`src/rv_isa_pkg.sv`:
```
// RV32I definitions shared by the execute and memory stages.
// Holds widths, memory sizing and the encodings for ALU ops,
// access sizes and load/store func3 codes.
package rv_isa_pkg;

    localparam int XLEN       = 32;
    localparam int REG_AW     = 5;
    localparam int DMEM_WORDS = 256;        // 1 KiB of data memory
    localparam int DMEM_AW    = 8;          // Word index width
    localparam int BYTE_LANES = XLEN / 8;

    // Bit of func3 that marks an unsigned load
    localparam int F3_UNSIGNED_BIT = 2;

    typedef enum logic [3:0] {
        ALU_ADD  = 4'd0,
        ALU_SUB  = 4'd1,
        ALU_AND  = 4'd2,
        ALU_OR   = 4'd3,
        ALU_XOR  = 4'd4,
        ALU_SLL  = 4'd5,
        ALU_SRL  = 4'd6,
        ALU_SRA  = 4'd7,
        ALU_SLT  = 4'd8,
        ALU_SLTU = 4'd9
    } alu_op_e;

    typedef enum logic [1:0] {
        SIZE_BYTE = 2'b00,
        SIZE_HALF = 2'b01,
        SIZE_WORD = 2'b10
    } data_size_e;

    typedef enum logic [2:0] {
        F3_LB  = 3'b000,
        F3_LH  = 3'b001,
        F3_LW  = 3'b010,
        F3_LBU = 3'b100,
        F3_LHU = 3'b101
    } mem_func3_e;

    // Store codes share their values with the signed loads
    localparam mem_func3_e F3_SB = F3_LB;
    localparam mem_func3_e F3_SH = F3_LH;
    localparam mem_func3_e F3_SW = F3_LW;

endpackage

```
`src/pipe_pkg.sv`:
```
// Bundles passed between the pipeline stages.
// id_ex_t enters the execute stage, ex_mem_t sits in the EX/MEM
// register and wb_t leaves the memory stage toward writeback.
package pipe_pkg;

    // Decoded instruction from the upstream ID/EX register
    typedef struct packed {
        logic                           reg_write;
        logic                           mem_read;
        logic                           mem_write;
        logic                           mem_to_reg;
        rv_isa_pkg::data_size_e         data_size;
        rv_isa_pkg::mem_func3_e         func3;
        rv_isa_pkg::alu_op_e            alu_op;
        logic [rv_isa_pkg::XLEN-1:0]    op_a;       // Operands already selected
        logic [rv_isa_pkg::XLEN-1:0]    op_b;
        logic [rv_isa_pkg::XLEN-1:0]    store_data;
        logic [rv_isa_pkg::REG_AW-1:0]  rd_addr;
    } id_ex_t;

    // Contents of the EX/MEM register
    typedef struct packed {
        logic                           reg_write;
        logic                           mem_read;
        logic                           mem_write;
        logic                           mem_to_reg;
        rv_isa_pkg::data_size_e         data_size;
        rv_isa_pkg::mem_func3_e         func3;
        logic [rv_isa_pkg::XLEN-1:0]    alu_result; // Also the memory address
        logic [rv_isa_pkg::XLEN-1:0]    store_data;
        logic [rv_isa_pkg::REG_AW-1:0]  rd_addr;
    } ex_mem_t;

    // Writeback bundle for the register file
    typedef struct packed {
        logic                           reg_write;
        logic [rv_isa_pkg::REG_AW-1:0]  rd_addr;
        logic [rv_isa_pkg::XLEN-1:0]    wb_data;
    } wb_t;

endpackage

```
`src/ex_mem_reg.sv`:
```
// EX/MEM pipeline register.
// Loads the execute result when enabled, holds otherwise, and
// turns into a bubble on flush regardless of the enable.
`timescale 1ns/100ps

module ex_mem_reg (
    input  logic                clk,
    input  logic                i_rst_n,
    input  logic                i_en,       // Advance the pipeline
    input  logic                i_flush,    // Insert a bubble
    input  pipe_pkg::ex_mem_t   i_ex,
    output pipe_pkg::ex_mem_t   o_mem
);

    // A bubble has every field zero, so it can neither store nor write back
    always_ff @(posedge clk or negedge i_rst_n) begin
        if (!i_rst_n) begin
            o_mem <= '0;
        end else if (i_flush) begin
            o_mem <= '0;
        end else if (i_en) begin
            o_mem <= i_ex;
        end
    end

endmodule

```
`config.mk`:
```
export PLATFORM = sky130hd
export DESIGN_NAME = ex_mem_reg
export DESIGN_NICKNAME = d
export VERILOG_FILES = /design/src/rv_isa_pkg.sv /design/src/pipe_pkg.sv /design/src/ex_mem_reg.sv
export SDC_FILE = /design/constraint.sdc
export NUM_CORES = 1
export LEC_CHECK = 0
export BUFFER_PORTS_ARGS = -buffer_cell sky130_fd_sc_hd__buf_2
export CORE_ASPECT_RATIO = 1.1
export CORE_MARGIN = 4
export CORE_UTILIZATION = 38
export DETAILED_ROUTE_END_ITERATION = 7
export MAX_ROUTING_LAYER = met4
export PLACE_DENSITY = 0.69
export SYNTH_ARGS = -nofsm -noshare
export SYNTH_HDL_FRONTEND = slang
export SYNTH_SLANG_ARGS = --single-unit
```
`constraint.sdc`:
```
create_clock -name clk -period 1.8 [get_ports clk]
set_clock_uncertainty 0.15 [all_clocks]
set_input_delay 0.36 -clock clk [delete_from_list [all_inputs] [get_ports clk]]
set_output_delay 0.36 -clock clk [all_outputs]
set_load 0.02 [all_outputs]
```
======== Word-level counts from Yosys, hierarchy flattened ========
Index checks and enable logic that the tools add are counted.
word-level totals
  register bits after elaboration ......... 78
  input bits .............................. 82
  output and inout bits ................... 78
  logic and storage cells ................. 12
cells by class
  multiplexer cells ....................... 2
  reduce and logical (&&, ||, !) cells .... 1
operator list
  kind                count
  78-bit 2-to-1 mux   2
  2-bit nonzero test  1

======== Logic depth before layout (Yosys ltp) ========
  depth in word-level cells ............... 2
  gate-level depth with buffers ........... 5
  gate-level depth less buffers ........... 2

======== Worst setup path after synthesis ========
OpenSTA, ideal clock, no wires.
  path type ............................... input to register
  start point ............................. input i_en
  end point ............................... register o_mem[14] (netlist name)
  library setup time ...................... 0.121 ns
  data arrival time ....................... 0.992 ns
  required time ........................... 1.529 ns
  slack ................................... 0.537 ns
  stages on the path ...................... 5
  buffers on the path ..................... 3
  path through ............................ buf_4 > buf_6 > buf_12 > mux2i_1 > nor2_1
on the way
  longest elaborated chain between the ends .. 1
RTL lines
  element                       RTL line          source
  start, declared               ex_mem_reg.sv:9   input logic i_en,
  2-bit nonzero test (no line)  n/a
  end signal, assigned          ex_mem_reg.sv:22  o_mem <= i_ex;
  end, declared                 ex_mem_reg.sv:12  output pipe_pkg::ex_mem_t o_mem
Every way passes these cells.
A chain may end at the register's enable or synchronous reset.

======== Worst setup path after layout ========
  start point ............................. register o_mem[25] (netlist name)
  end point ............................... output o_mem[25] (netlist name)
No word-level cell between the ends.

==> impl_metrics.py <==
metrics = {
    "outcome": {
        "run_status": "finished, final reports clean",
    },
    "route": {
        "drcViolationCount": 0,
        "detail_route.first_pass.iterations": 6,
        "met2RoutedLength_mm": 3.442,
        "via_count": 2404,
        "detail-route-antenna-nets": 0,
        "drt-vias-per-instance": 4.588,
        "dr.max_layer_used": "met4",
        "route.layer.met1.wl_mm": 2.989,
        "detail_route.wl_per_cell_um": 13.85,
        "dr_wl_met3_um": 740,
        "finalWirelength_mm": 7.259,
        "detailedRoute.firstIterationViolations": 52,
    },
    "worst_setup_path": {
        "cpPeakStageDelay_ns": 0.40,
        "cp_cell_sequence": "buf_2",
        "r2r_setup_slack_ns": 0.92,
        "timing.critical_path.from_type": "flop",
        "timing.critical_path.required_ns": 1.29,
        "crit_arrival_ns": 0.90,
        "critical_path.top_delay_family": "flip-flops",
        "criticalPathCategory": "reg -> out",
        "crit_buf_inv": 1,
        "cp_max_fo": 2,
        "worstRegToRegCells": 2,
        "crit_path_top_delay_cell": "sky130_fd_sc_hd__dfrtp_1",
        "worstSetupStartpoint": "o_mem[25]$_DFFE_PN0P_",
        "critical_path.reg2reg.startpoint": "o_mem[19]$_DFFE_PN0P_",
        "timing.rr.end": "o_mem[19]$_DFFE_PN0P_",
        "critical_path_end_type": "output port",
    },
    "clock_tree": {
        "ctsHtreeMaxLevel": 3,
        "cts.sinks": 78,
        "worstSkewPairLatency_ns": 0.33,
        "numCtsBuffers": 9,
        "cts.repair_timing.setup_buffer_count": 0,
        "cts_max_path_buffers": 2,
        "clock_tree_root": "sky130_fd_sc_hd__clkbuf_8",
        "clk_pin_slew_ns": 0.08,
        "tritoncts": "built",
    },
    "placed_design": {
        "placement.io_buffers": 159,
        "detailedPlacementHpwl_mm": 5.168,
        "finalWeightedCongestion": 0.7429,
    },
    "die": {
        "die_h_um": 103.7,
        "die_area_sq_um": 9842,
        "num_rows": 34,
        "io-pin-count": 160,
        "core-area_sq_um": 7998,
        "dieWidth_um": 94.96,
        "initial_core_utilization_pct": 39.52,
    },
    "logic_synthesis": {
        "synth.lib_cells_used.distinct": 8,
        "synth-seq-area-share_pct": 61.76,
        "per_instance_average_area_after_synthesis_sq_um": 12.54,
        "ys_ff_latch": 78,
        "syn_area_sq_um": 3161,
        "yosys.area_share.adder_pct": 0,
        "synthesized_net_count": 334,
        "synth.mux.area_fraction_pct": 24.70,
        "combinational_family_with_the_most_area_after_synthesis": "multiplexers",
        "synth-compound-area-share_pct": 0,
        "synthSimpleGateAreaFrac_pct": 9.264,
        "yosys_warnings": 0,
        "synthesis.instances": 252,
        "yosys.area_share.xor_xnor_pct": 0,
    },
    "grt": {
        "maximum_number_of_pins_on_one_net_before_global_route_repair": 79,
        "gr-usage-all-layers_pct": 15.48,
        "grt_overflow_total": 0,
        "grt_first_pass_wirelength_mm": 11.76,
        "number_of_global_route_vias_before_repair": 2479,
        "number_of_antenna_violations_at_the_first_check_in_global_routing": 0,
    },
    "sta": {
        "tightestPinTransition_ns": 0.4168,
        "setup_total_negative_slack_ns": 0,
        "hold_viol_final": 0,
        "post-route-period-util_pct": 78.22,
        "fmaxAchievable_ghz": 0.7103,
        "report.final.slew_viol_count": 0,
        "rsz0062_at_grt": "no",
        "slew_headroom_pct": 72.21,
        "final-setup-viol-count": 0,
        "final_period_minus_worst_setup_slack_ns": 1.408,
    },
    "worst_hold_path": {
        "worst_hold_path.num_cells": 3,
        "holdCritPathClass": "in -> reg",
        "launch_point_of_the_worst_hold_path": "i_ex[7]",
        "hold_end": "o_mem[7]$_DFFE_PN0P_",
    },
    "cells_and_area": {
        "antennaDiodeCount": 0,
        "layout_top_registers": "o_mem x78",
        "final_common_cell": "sky130_fd_sc_hd__buf_2",
        "share_of_the_core_filled_with_cells_pct": 53.75,
        "largest_register_ff_count": 78,
        "layout-area-overhead-vs-synth_pct": 36.03,
        "nNetsFinal": 493,
        "largest_register": "o_mem",
        "fillerInstances": 732,
        "fraction_of_final_layout_cells_sized_beyond_drive_strength_1_pct": 43.51,
        "most-common-layout-cells": "sky130_fd_sc_hd__buf_2, sky130_fd_sc_hd__mux2i_1, sky130_fd_sc_hd__nor2_1, sky130_fd_sc_hd__dfrtp_1, sky130_fd_sc_hd__clkbuf_8",
    },
    "power_and_ir_drop": {
        "pwr-share-clk_pct": 36.9,
        "p_comb_share_pct": 15.3,
        "internal_power_uw": 2958,
        "power.share.switching_pct": 25.57,
        "max-vdd-ir-drop_uv": 386.0,
        "cellPowerDensity_nw_per_um2": 924.4,
        "static_power_due_to_leakage_uw": 0.002518,
        "sequential_share_of_power_pct": 47.8,
        "power_switching_uw": 1016,
    },
    "run": {
        "cap_violations": 0,
    },
}
-- stage by stage --
step / instance area, sq um / worst slack [ns] / total power, uW / instances / hold WS (ns)
after detailed placement: 4056 / 0.3167 / 2551 / 507 / 0.2665
after global placement: 4056 / 0.3437 / 2541 / 507 / 0.2640
after CTS: 4299 / 0.3623 / 4043 / 524 / 0.09801
final: 4299 / 0.3921 / 3974 / 524 / 0.1167
after global routing: 4299 / 0.3362 / 4175 / 524 / 0.1028
after floorplan: 3161 / 0.5368 / 2282 / 252 / -0.08559
-- layer usage --
metal,global-route usage (%),vias to the layer above
met5,-,-
met4,4.639,0
met3,4.496,7
met2,24.63,118
met1,19.03,1128
li1,-,1151
-- layout make-up --
class / count / area [sq um] / area share, %
flip-flops and latches: 78 / 1952 / 45.40
multi-input cells: 156 / 1074 / 24.97
repair buffers: 166 / 905.9 / 21.07
clock buffers: 11 / 151.4 / 3.522
well taps: 108 / 135.1 / 3.143
clock inverters: 5 / 81.33 / 1.892
-- logic make-up after synthesis --
group / Yosys count
buffers and inverters: 18
DFF: 78
and+or+nand+nor: 78
muxes: 78
-- cells in the mapped netlist --
master | count | area share (%)
sky130_fd_sc_hd__buf_12 | 2 | 1.3
sky130_fd_sc_hd__buf_6 | 1 | 0.36
sky130_fd_sc_hd__buf_2 | 4 | 0.63
sky130_fd_sc_hd__buf_4 | 6 | 1.4
sky130_fd_sc_hd__clkbuf_1 | 5 | 0.59
sky130_fd_sc_hd__nor2_1 | 78 | 9.3
sky130_fd_sc_hd__dfrtp_1 | 78 | 62
sky130_fd_sc_hd__mux2i_1 | 78 | 25
-- power by group through the flow --
stage / sequential, uW / combinational (uW) / clock (uW)
after floorplan: 2060 / 225 / 0
after global placement: 1930 / 608 / 0
after detailed placement: 1930 / 617 / 0
after CTS: 1900 / 620 / 1520
after global routing: 1920 / 669 / 1590
final: 1900 / 608 / 1470
-- worst max path at each step --
stage | depth (start not counted) | slack (ns) | end
2_1_floorplan | 5 | 0.54 | o_mem[14]$_DFFE_PN0P_
3_3_place_gp | 4 | 0.34 | o_mem[55]$_DFFE_PN0P_
3_5_place_dp | 4 | 0.32 | o_mem[49]$_DFFE_PN0P_
4_1_cts | 1 | 0.36 | o_mem[63]
5_1_grt | 1 | 0.34 | o_mem[48]
6_report | 1 | 0.39 | o_mem[25]
-- timing repair --
action                     in CTS  in global routing
setup endpoints to repair       0                  0
hold buffers                    1                  0
hold endpoints to repair       78                  0
gates resized for setup         0                  0
Power figures use the tool's default switching activity.
