### config.mk
export PLATFORM = sky130hd
export DESIGN_NAME = alu
export DESIGN_NICKNAME = d
export VERILOG_FILES = /design/src/rv_isa_pkg.sv /design/src/alu.sv
export SDC_FILE = /design/constraint.sdc
export NUM_CORES = 1
export LEC_CHECK = 0
export ABC_AREA = 1
export ABC_CLOCK_PERIOD_IN_PS = 2500
export BUFFER_PORTS_ARGS = -buffer_cell sky130_fd_sc_hd__buf_4
export CAP_MARGIN = 20
export CORE_ASPECT_RATIO = 1.5
export CORE_MARGIN = 2
export CORE_UTILIZATION = 30
export DETAILED_ROUTE_END_ITERATION = 7
export GPL_TIMING_DRIVEN = 0
export PLACE_DENSITY_LB_ADDON = 0.25
export SLEW_MARGIN = 20
export SYNTH_ARGS = -nofsm -noshare
export SYNTH_HDL_FRONTEND = slang
export SYNTH_SLANG_ARGS = --single-unit
### constraint.sdc
create_clock -name vclk -period 2.5
set_input_delay 0 -clock vclk [all_inputs]
set_output_delay 0 -clock vclk [all_outputs]
set_load 0.05 [all_outputs]
### src/rv_isa_pkg.sv
// RV32I definitions shared by the execute and memory stages.
// Holds widths, memory sizing and the encodings for ALU ops,
// access sizes and load/store func3 codes.
package rv_isa_pkg;

    localparam int XLEN       = 32;
    localparam int REG_AW     = 5;
    localparam int DMEM_WORDS = 256;        // 1 KiB of data memory
    localparam int DMEM_AW    = 8;          // Word index width
    localparam int BYTE_LANES = XLEN / 8;

    // Bit of func3 that marks an unsigned load
    localparam int F3_UNSIGNED_BIT = 2;

    typedef enum logic [3:0] {
        ALU_ADD  = 4'd0,
        ALU_SUB  = 4'd1,
        ALU_AND  = 4'd2,
        ALU_OR   = 4'd3,
        ALU_XOR  = 4'd4,
        ALU_SLL  = 4'd5,
        ALU_SRL  = 4'd6,
        ALU_SRA  = 4'd7,
        ALU_SLT  = 4'd8,
        ALU_SLTU = 4'd9
    } alu_op_e;

    typedef enum logic [1:0] {
        SIZE_BYTE = 2'b00,
        SIZE_HALF = 2'b01,
        SIZE_WORD = 2'b10
    } data_size_e;

    typedef enum logic [2:0] {
        F3_LB  = 3'b000,
        F3_LH  = 3'b001,
        F3_LW  = 3'b010,
        F3_LBU = 3'b100,
        F3_LHU = 3'b101
    } mem_func3_e;

    // Store codes share their values with the signed loads
    localparam mem_func3_e F3_SB = F3_LB;
    localparam mem_func3_e F3_SH = F3_LH;
    localparam mem_func3_e F3_SW = F3_LW;

endpackage

### src/alu.sv
// Integer ALU for the execute stage.
// Purely combinational; the op selects one RV32I arithmetic,
// logic, shift or compare result.
`timescale 1ns/100ps

module alu (
    input  rv_isa_pkg::alu_op_e             i_op,
    input  logic [rv_isa_pkg::XLEN-1:0]     i_a,
    input  logic [rv_isa_pkg::XLEN-1:0]     i_b,
    output logic [rv_isa_pkg::XLEN-1:0]     o_result
);

    logic [4:0] shamt;

    assign shamt = i_b[4:0];    // Only the low five bits shift

    always_comb begin
        case (i_op)
            rv_isa_pkg::ALU_ADD: begin
                o_result = i_a + i_b;
            end
            rv_isa_pkg::ALU_SUB: begin
                o_result = i_a - i_b;
            end
            rv_isa_pkg::ALU_AND: begin
                o_result = i_a & i_b;
            end
            rv_isa_pkg::ALU_OR: begin
                o_result = i_a | i_b;
            end
            rv_isa_pkg::ALU_XOR: begin
                o_result = i_a ^ i_b;
            end
            rv_isa_pkg::ALU_SLL: begin
                o_result = i_a << shamt;
            end
            rv_isa_pkg::ALU_SRL: begin
                o_result = i_a >> shamt;
            end
            rv_isa_pkg::ALU_SRA: begin
                o_result = $unsigned($signed(i_a) >>> shamt);
            end
            rv_isa_pkg::ALU_SLT: begin
                // Set-less-than returns 0 or 1
                o_result = {{(rv_isa_pkg::XLEN-1){1'b0}},
                            ($signed(i_a) < $signed(i_b))};
            end
            rv_isa_pkg::ALU_SLTU: begin
                o_result = {{(rv_isa_pkg::XLEN-1){1'b0}}, (i_a < i_b)};
            end
            default: begin
                o_result = '0;  // Unused encodings
            end
        endcase
    end

endmodule

Word level (Yosys, flattened, before mapping)
Cells that the tools add are included.
Storage, ports and cells
  word-level logic and storage cells: 21
  output and inout port bits: 32
  input bits: 68
  bits in registers: 0
Operators by class
  shift-type cells: 3
  bitwise gates (word level): 3
  $add $sub $neg: 2
  eq/ne operators: 9
  mux-type cells: 1
  reduce and logical (&&, ||, !) cells: 1
  magnitude comparators: 2
Operators by type and width (count)
  $pmux 32 s10: 1
  $lt 32x32->1: 2
  $add 32x32->32: 1
  $and 32x32->32: 1
  $or 32x32->32: 1
  $shl 32x5->32: 1
  $shr 32x5->32: 1
  $sshr 32x5->32: 1
  $sub 32x32->32: 1
  $xor 32x32->32: 1
  $eq 4x3->1 const B: 4
  $eq 4x2->1 const B: 2
  $eq 4x4->1 const B: 2
  $eq 4x1->1 const B: 1
  $logic_not 4->1: 1

Longest topological paths before layout
Gate-level depths: netlist (run 1).
  word-level depth: 2
  gate-level depth with buffers: 19
  depth with buffers taken out: 16

Least setup slack after synthesis (run 1)
OpenSTA, ideal clock, no wires.
  path kind: input-to-output
  from: input i_b[2] (netlist bit)
  to: output o_result[31] (netlist bit)
  cell stages on the path: 18
  slack: 0.323 ns
  required time: 2.500 ns
  arrival time: 2.177 ns
  path buffers: 4
  cell sequence: buf_2 -> inv_2 -> buf_2 -> buf_2 -> ha_1 -> buf_4 -> nor2_1 -> nand2_1 -> nand3_1 -> nand2_1 -> nand2_1 -> nand2_1 -> nand2_1 -> nand2_1 -> nand2_1 -> nand2_1 -> nand3_1 -> nand3_1
On the way
  cells in the longest elaborated chain, start to end: 2
  elaborated cells between the ends (all ways): 6
  classes of those cells: 2 x add/sub; 3 x shift; 1 x mux
RTL lines
  from (decl): RTL line alu.sv:9  | input logic [rv_isa_pkg::XLEN-1:0] i_b,
  $sub 32x32->32 (tied with other cells): RTL line alu.sv:23  | o_result = i_a - i_b;
  $pmux 32 s10 (*): RTL line alu.sv:18  | case (i_op)
  to (decl): RTL line alu.sv:10  | output logic [rv_isa_pkg::XLEN-1:0] o_result
Mark *: on every way between the ends. The rest lies on a longest branch, timed or not.

Worst setup path after layout (run 1)
  from: input i_b[1] (netlist bit)
  to: output o_result[27] (netlist bit)
Same word-level chain as after synthesis.

==> out/metrics.csv, run 1 <==
metric;value;unit
post-synth top area cell;nand2_1;
synthesized-area fraction occupied by adder cells;0.124;
Synthesized Nets;2275;
critical path depth in cells;12;
FILL cells;4025;
syn_area_per_cell;4.83;µm²
DR WL/cell;25.0;µm
IO buf count;100;
largest family of logic cells by synthesized area;simple AND/OR/NAND/NOR gates;
compound-gate portion of the synthesized area;0.115;
multiplexer area fraction after synthesis;0.000983;
share of post-route cells with drive strength above 1;0.131;
sequential share of the synthesized area;0;
core area;0.0334;mm²
worst rel slew slack;0.376;
DIE AREA;0.0355;mm²
nets@finish;2383;
Slew Viols, Final;0;
clkbuf count;0;
worst setup path category;input port to output port;
gr ovfl total;0;
synth warn;0;
ANT nets after route;0;
Cell Chain, Critical Path;buf_4, inv_1, buf_2, buf_4, nand3_1, nand3_1, nand3_1, nand3_1, nand3_1, a21oi_1, nand3_1, buf_6;
Top delay family on crit path;buffers and inverters;
HP Class;input port to output port;
HP Start;i_op[2];
critical path startpoint category;input port;
Worst path max stage delay;0.34;ns
met2 Use GR;0.663;
Die Wd;154;µm
Crit-path slowest cell;a21oi_1;
routability cong.;1.01;
DR vias;14700;
Yosys cell types;42;
vias per inst;5.57;
final wirelength;65800;µm
multi-input logic area;0.00883;mm²
Die Ht;230;µm
WP buf/inv;5;
Tot GR Track Use;0.358;
IO Count;100;
Syn-to-layout area delta;17.3;%
DRC;0;
count leader, synth;nand2_1;
Max Freq;412;MHz
Synth Instances;2107;
RSZ-0062 raised after global routing;no;
final setup fails;0;
top cell type's share of synthesized area;0.265;
vias in the first global route;14400;
final hold violations;0;
Synth Area in XOR/XNOR;0.00172;
grt peak-use layer;met2;
initial core utilization;0.305;
Area contributors post-synth;nand2_1 26%, nand3_1 20%, ha_1 12%;
commonest cells in the synthesized netlist;719 x nand2_1, 416 x nand3_1, 299 x inv_1;
Placement Rows;82;
worst endpoint required time;2.50;ns
mapped cell area;0.0102;mm²
largest net degree at the start of global routing;18;
Max-Cap Viols;0;
First DRT Iteration DRCs;1111;
crit path capture;o_result[27];
Critical Path AT;2.43;ns
storage element area;0;µm²
first-pass GRT wire length;92500;µm
hold_buf cts;0;
Setup WS post-layout;0.0741;ns
worst-margin pin slew;0.935;ns
DP Wirelength;56800;µm
met1 usage;0.375;
Worst Setup End Kind;output port;
initial antenna violation count;0;
crit path time final;2.43;ns
Place WS;-0.928;ns
seq_cells;0;
routing usage on met3;0.0170;
1st-pass router iterations;6;
simple-gate portion of the synthesized area;0.594;
CP Launch Point;i_b[1];
outcome;finished clean;
CP Max Fanout;11;
Tcrit/Tclk final;0.970;
most frequent CP cell;nand3_1;
[layer usage]
layer | share of wire | routed length [µm] | vias to the layer above
li1 | - | - | 7000
met2 | 0.50 | 33000 | 592
met1 | 0.36 | 23600 | 6872
met4 | 0.099 | 6510 | 0
met3 | 0.041 | 2720 | 198
met5 | 0 | 0 | -
[cells in the final DEF, fill, tap and decap left out, types with 17 or more instances in the layout]
master	netlist	routed
a21oi_1	73	69
buf_2	59	49
buf_4	10	107
buf_6	5	18
ha_1	98	96
inv_1	299	296
nand2_1	719	699
nand2_2	11	29
nand3_1	416	399
nand4_1	31	31
nor2_1	169	156
nor3_1	19	17
o21ai_0	49	43
[worst min-delay path by stage]
stage	cells past startpoint	slack (ns)	end
floorplan	3	0.37	o_result[0]
global placement	5	0.49	o_result[0]
detailed placement	5	0.50	o_result[0]
CTS	5	0.50	o_result[0]
global route	5	0.52	o_result[0]
finish	5	0.49	o_result[0]
[stage by stage]
step | cell area [µm²] | instances | hold WS [ns] | util | setup TNS (ns)
after detailed placement | 11500 | 2627 | 0.498 | 0.343 | -20.03
after floorplan | 10200 | 2107 | 0.371 | - | 0
after global routing | 11900 | 2633 | 0.525 | 0.357 | 0
after global placement | 11500 | 2627 | 0.486 | 0.343 | -20.31
after CTS | 11700 | 2626 | 0.498 | 0.349 | -0.0303
final | 12000 | 2634 | 0.489 | 0.357 | 0
[timing repair]
action,CTS,global route
setup endpoints to repair,31,30
setup buffers,2,7
pin swaps,3,12
resized for setup,57,63
[logic make-up (layout without fill, tap and decap cells)]
kind of cell | after synthesis | after routing
fa+ha+maj | 100 | 100
simple gates | 1402 | 1402
compound gates | 198 | 198
xor+xnor | 2 | 2
mux | 1 | 1
other cells | 0 | 1
buf+inv | 404 | 510
[area by class of cell]
class,instances,area share
buffer,90,0.0459
timing repair buffer,109,0.0722
antenna,1,0.000209
tap,420,0.0440
inverter,311,0.0985
multi-input combinational,1703,0.739
==> run 2: changes to the inputs <==
- CELL_PAD_IN_SITES_DETAIL_PLACEMENT: unset -> 0
- CELL_PAD_IN_SITES_GLOBAL_PLACEMENT: unset -> 2
- GPL_ROUTABILITY_DRIVEN: unset -> 1
==> out/metrics.csv, run 2 (synthesized netlist as in run 1, its figures left out) <==
metric;value;unit
outcome;finished clean;
Setup WS post-layout;0.0557;ns
IO Count;100;
Max Freq;409;MHz
LEAKAGE;6.71;nW
Placed Instance Area;0.0115;mm²
clock power share;0;
DR WL/cell;25.5;µm
most frequent CP cell;nand3_1;
most common cell after layout, fill and taps aside;nand2_1;
initial antenna violation count;0;
First DRT Iteration DRCs;1053;
worst setup path category;input port to output port;
setup TNS;0;ns
Design Area, Final;0.0119;mm²
Tot GR Track Use;0.366;
1st-pass router iterations;6;
DRC;0;
Final Util;0.356;
largest net degree at the start of global routing;18;
Switching Fraction;0.716;
vias in the first global route;14500;
storage element area;0;µm²
placed cell count;2627;
nets@finish;2380;
gr ovfl total;0;
Critical Path AT;2.44;ns
DIE AREA;0.0355;mm²
worst-margin pin slew;0.949;ns
Worst path max stage delay;0.38;ns
final hold violations;0;
hold_buf cts;0;
antenna cells;0;
total chip power;2.94;mW
Worst VDD drop;0.0000981;V
Die Ht;230;µm
Final Hold Slack;0.478;ns
FILL cells;4072;
most frequent cells in the layout;697 x nand2_1, 401 x nand3_1, 295 x inv_1, 155 x nor2_1, 105 x buf_4;
Crit-path slowest cell;buf_2;
share of post-route cells with drive strength above 1;0.129;
Placement Rows;82;
Power Internal;835;µW
routability cong.;1.04;
worst endpoint required time;2.50;ns
Die Wd;154;µm
worst rel slew slack;0.367;
Place WS;-0.927;ns
Worst Setup End Kind;output port;
CP Max Fanout;10;
Max-Cap Viols;0;
IO buf count;100;
vias per inst;5.54;
net switching power;2.11;mW
clkbuf count;0;
Slew Viols, Final;0;
Cell Chain, Critical Path;buf_4, inv_1, buf_2, buf_2, nand3_1, nand3_1, nand3_1, nand3_1, nand3_1, a21oi_1, nand3_1, buf_4;
DR vias;14600;
Syn-to-layout area delta;16.8;%
critical path startpoint category;input port;
Cell Pwr Density;247;mW/mm²
final setup fails;0;
crit path time final;2.44;ns
seq_cells;0;
DP Wirelength;57800;µm
Seq pwr share;0;
ANT nets after route;0;
Tcrit/Tclk final;0.978;
final wirelength;67100;µm
Comb power frac;1.000;
Final Non-Filler Cells;2630;
core area;0.0334;mm²
first-pass GRT wire length;94400;µm
initial core utilization;0.305;
HP Class;input port to output port;
run 2: cell types whose count changed in the layout (fill, tap and decap cells not counted), moves of 2 or more:
cell	delta
buf_8	-4
buf_4	-2
nand2_1	-2
nand3_1	+2
nand3_2	-2
nor2_2	+2
run 2: timing repair:
action / CTS / global route
endpoints found under the setup margin: 31 / 29
gates cloned: 0 / 1
setup buffers: 4 / 1
pin swaps: 6 / 9
resized for setup: 63 / 53
run 2: worst max-delay path, delay by kind of cell:
| family | cells | cell delay (ns) |
|---|---|---|
| buffers and inverters | 5 | 1.15 |
| AND/OR/NAND/NOR | 6 | 1.02 |
| AO/OA/AOI/OAI | 1 | 0.26 |
run 2: worst paths after layout:
check             startpoint            to  slack (ns)  cells past startpoint
hold / removal       i_op[2]   o_result[0]        0.48                      5
setup / recovery      i_b[1]  o_result[28]        0.06                     12
run 2: metal layers:
metal | up-vias | routed length, µm | track usage
li1 | 6979 | - | -
met1 | 6782 | 24200 | 0.388
met2 | 584 | 33700 | 0.679
met3 | 225 | 2620 | 0.0145
met4 | 0 | 6490 | 0.280
met5 | - | 0 | 0
run 2: power by group through the flow:
stage	Sequential, mW	Combinational, mW	Clock, mW
6_report	0	2.94	0
3_3_place_gp	0	2.76	0
4_1_cts	0	2.83	0
5_1_grt	0	3.16	0
3_5_place_dp	0	2.76	0
2_1_floorplan	0	1.71	0
run 2: area by class of cell:
class,count,area (µm²),share of cell area
Buffer,90,542,0.0455
Inverter,311,1180,0.0992
Multi-Input combinational cell,1703,8820,0.741
Tap cell,420,526,0.0442
Timing Repair Buffer,106,831,0.0698
No activity file was read; power rests on OpenSTA's default activity.
==> run 3: changes to the inputs <==
- BUFFER_PORTS_ARGS: -buffer_cell sky130_fd_sc_hd__buf_4 -> -buffer_cell sky130_fd_sc_hd__buf_2
- CAP_MARGIN: 20 -> 30
- SKIP_LAST_GASP: unset -> 1
==> out/metrics.csv, run 3 (synthesized netlist as in run 1, its figures left out) <==
metric;value;unit
Die Ht;230;µm
vias per inst;5.58;
worst setup path category;input port to output port;
ANT nets after route;0;
vias in the first global route;14600;
most common cell after layout, fill and taps aside;nand2_1;
1st-pass router iterations;7;
antenna cells;0;
Setup WS post-layout;-0.0222;ns
most frequent cells in the layout;694 x nand2_1, 400 x nand3_1, 293 x inv_1, 155 x nor2_1, 123 x buf_2;
Worst path max stage delay;0.34;ns
Critical Path AT;2.52;ns
Final Util;0.353;
outcome;finished, violations left;
nets@finish;2385;
Cell Pwr Density;248;mW/mm²
Worst VDD drop;0.000119;V
routability cong.;1.03;
storage element area;0;µm²
seq_cells;0;
LEAKAGE;6.69;nW
Slew Viols, Final;0;
failing checks;negative setup slack;
initial antenna violation count;0;
IO Count;100;
Placement Rows;82;
final hold violations;0;
Max Freq;396;MHz
worst rel slew slack;0.398;
gr ovfl total;0;
net switching power;2.12;mW
Die Wd;154;µm
first-pass GRT wire length;95200;µm
placed cell count;2627;
FILL cells;4136;
total chip power;2.92;mW
core area;0.0334;mm²
CP Max Fanout;11;
hold_buf cts;0;
clkbuf count;0;
final setup fails;3;
crit path time final;2.52;ns
Crit-path slowest cell;or2_2;
largest net degree at the start of global routing;13;
RSZ-0062 raised after global routing;yes;
Switching Fraction;0.723;
initial core utilization;0.305;
Tot GR Track Use;0.369;
Max-Cap Viols;0;
Tcrit/Tclk final;1.01;
Final Non-Filler Cells;2635;
Worst Setup End Kind;output port;
DIE AREA;0.0355;mm²
IO buf count;100;
DR WL/cell;25.6;µm
DR vias;14700;
final wirelength;67300;µm
Comb power frac;1.000;
DP Wirelength;57800;µm
share of post-route cells with drive strength above 1;0.135;
Seq pwr share;0;
Power Internal;809;µW
critical path startpoint category;input port;
worst-margin pin slew;0.902;ns
HP Class;input port to output port;
worst endpoint required time;2.50;ns
DRC;0;
clock power share;0;
Syn-to-layout area delta;16.0;%
First DRT Iteration DRCs;1034;
Cell Chain, Critical Path;buf_2, buf_6, inv_6, buf_6, ha_1, or2_2, nand3_1, nand2_1, nand3_1, o221ai_1, a21oi_1, nand3_2, buf_4;
run 3: repair_timing:
action	4_1_cts	5_1_grt
resized for setup	100	71
endpoints found under the setup margin	31	30
pin swaps	11	12
setup buffers	6	3
run 3: power by group through the flow:
stage	combinational [mW]	sequential, mW	clock (mW)
after floorplan	1.71	0	0
after global placement	2.68	0	0
after detailed placement	2.69	0	0
after CTS	2.80	0	0
after global routing	3.14	0	0
final	2.92	0	0
run 3: final cells by class:
cell class	instances	area, µm²	area share
Inverter	311	1190	0.100
Buffer	92	602	0.0509
Tap cell	420	526	0.0445
Multi-Input combinational cell	1703	8830	0.748
Timing Repair Buffer	109	666	0.0563
run 3: path summary, 6_finish.rpt:
check                    from     endpoint  slack, ns  depth (start not counted)
worst max-delay path   i_b[0]  o_result[6]      -0.02                         13
worst min-delay path  i_op[2]  o_result[0]       0.54                          5
run 3: worst max-delay path: cells and delay by family:
| kind | cells | cell delay (ns) |
|---|---|---|
| simple gates | 5 | 0.92 |
| buf+inv | 5 | 0.81 |
| compound gates | 2 | 0.47 |
| fa+ha+maj | 1 | 0.29 |
run 3: per-layer routing:
layer / global-route usage / part of all wire / wire length [µm]
met1: 0.391 / 0.36 / 24100
met2: 0.683 / 0.50 / 34000
met3: 0.0222 / 0.043 / 2890
met4: 0.272 / 0.095 / 6370
met5: 0 / 0 / 0
run 3: per-stage QoR:
step	cell area, µm²	worst slack (ns)	hold slack (ns)	setup TNS [ns]
finish	11800	-0.0222	0.540	-0.0425
global route	11800	-0.0437	0.566	-0.183
CTS	11600	-0.0105	0.542	-0.0133
detailed placement	11200	-0.952	0.558	-21.25
global placement	11200	-0.941	0.558	-20.71
floorplan	10200	0.323	0.371	0
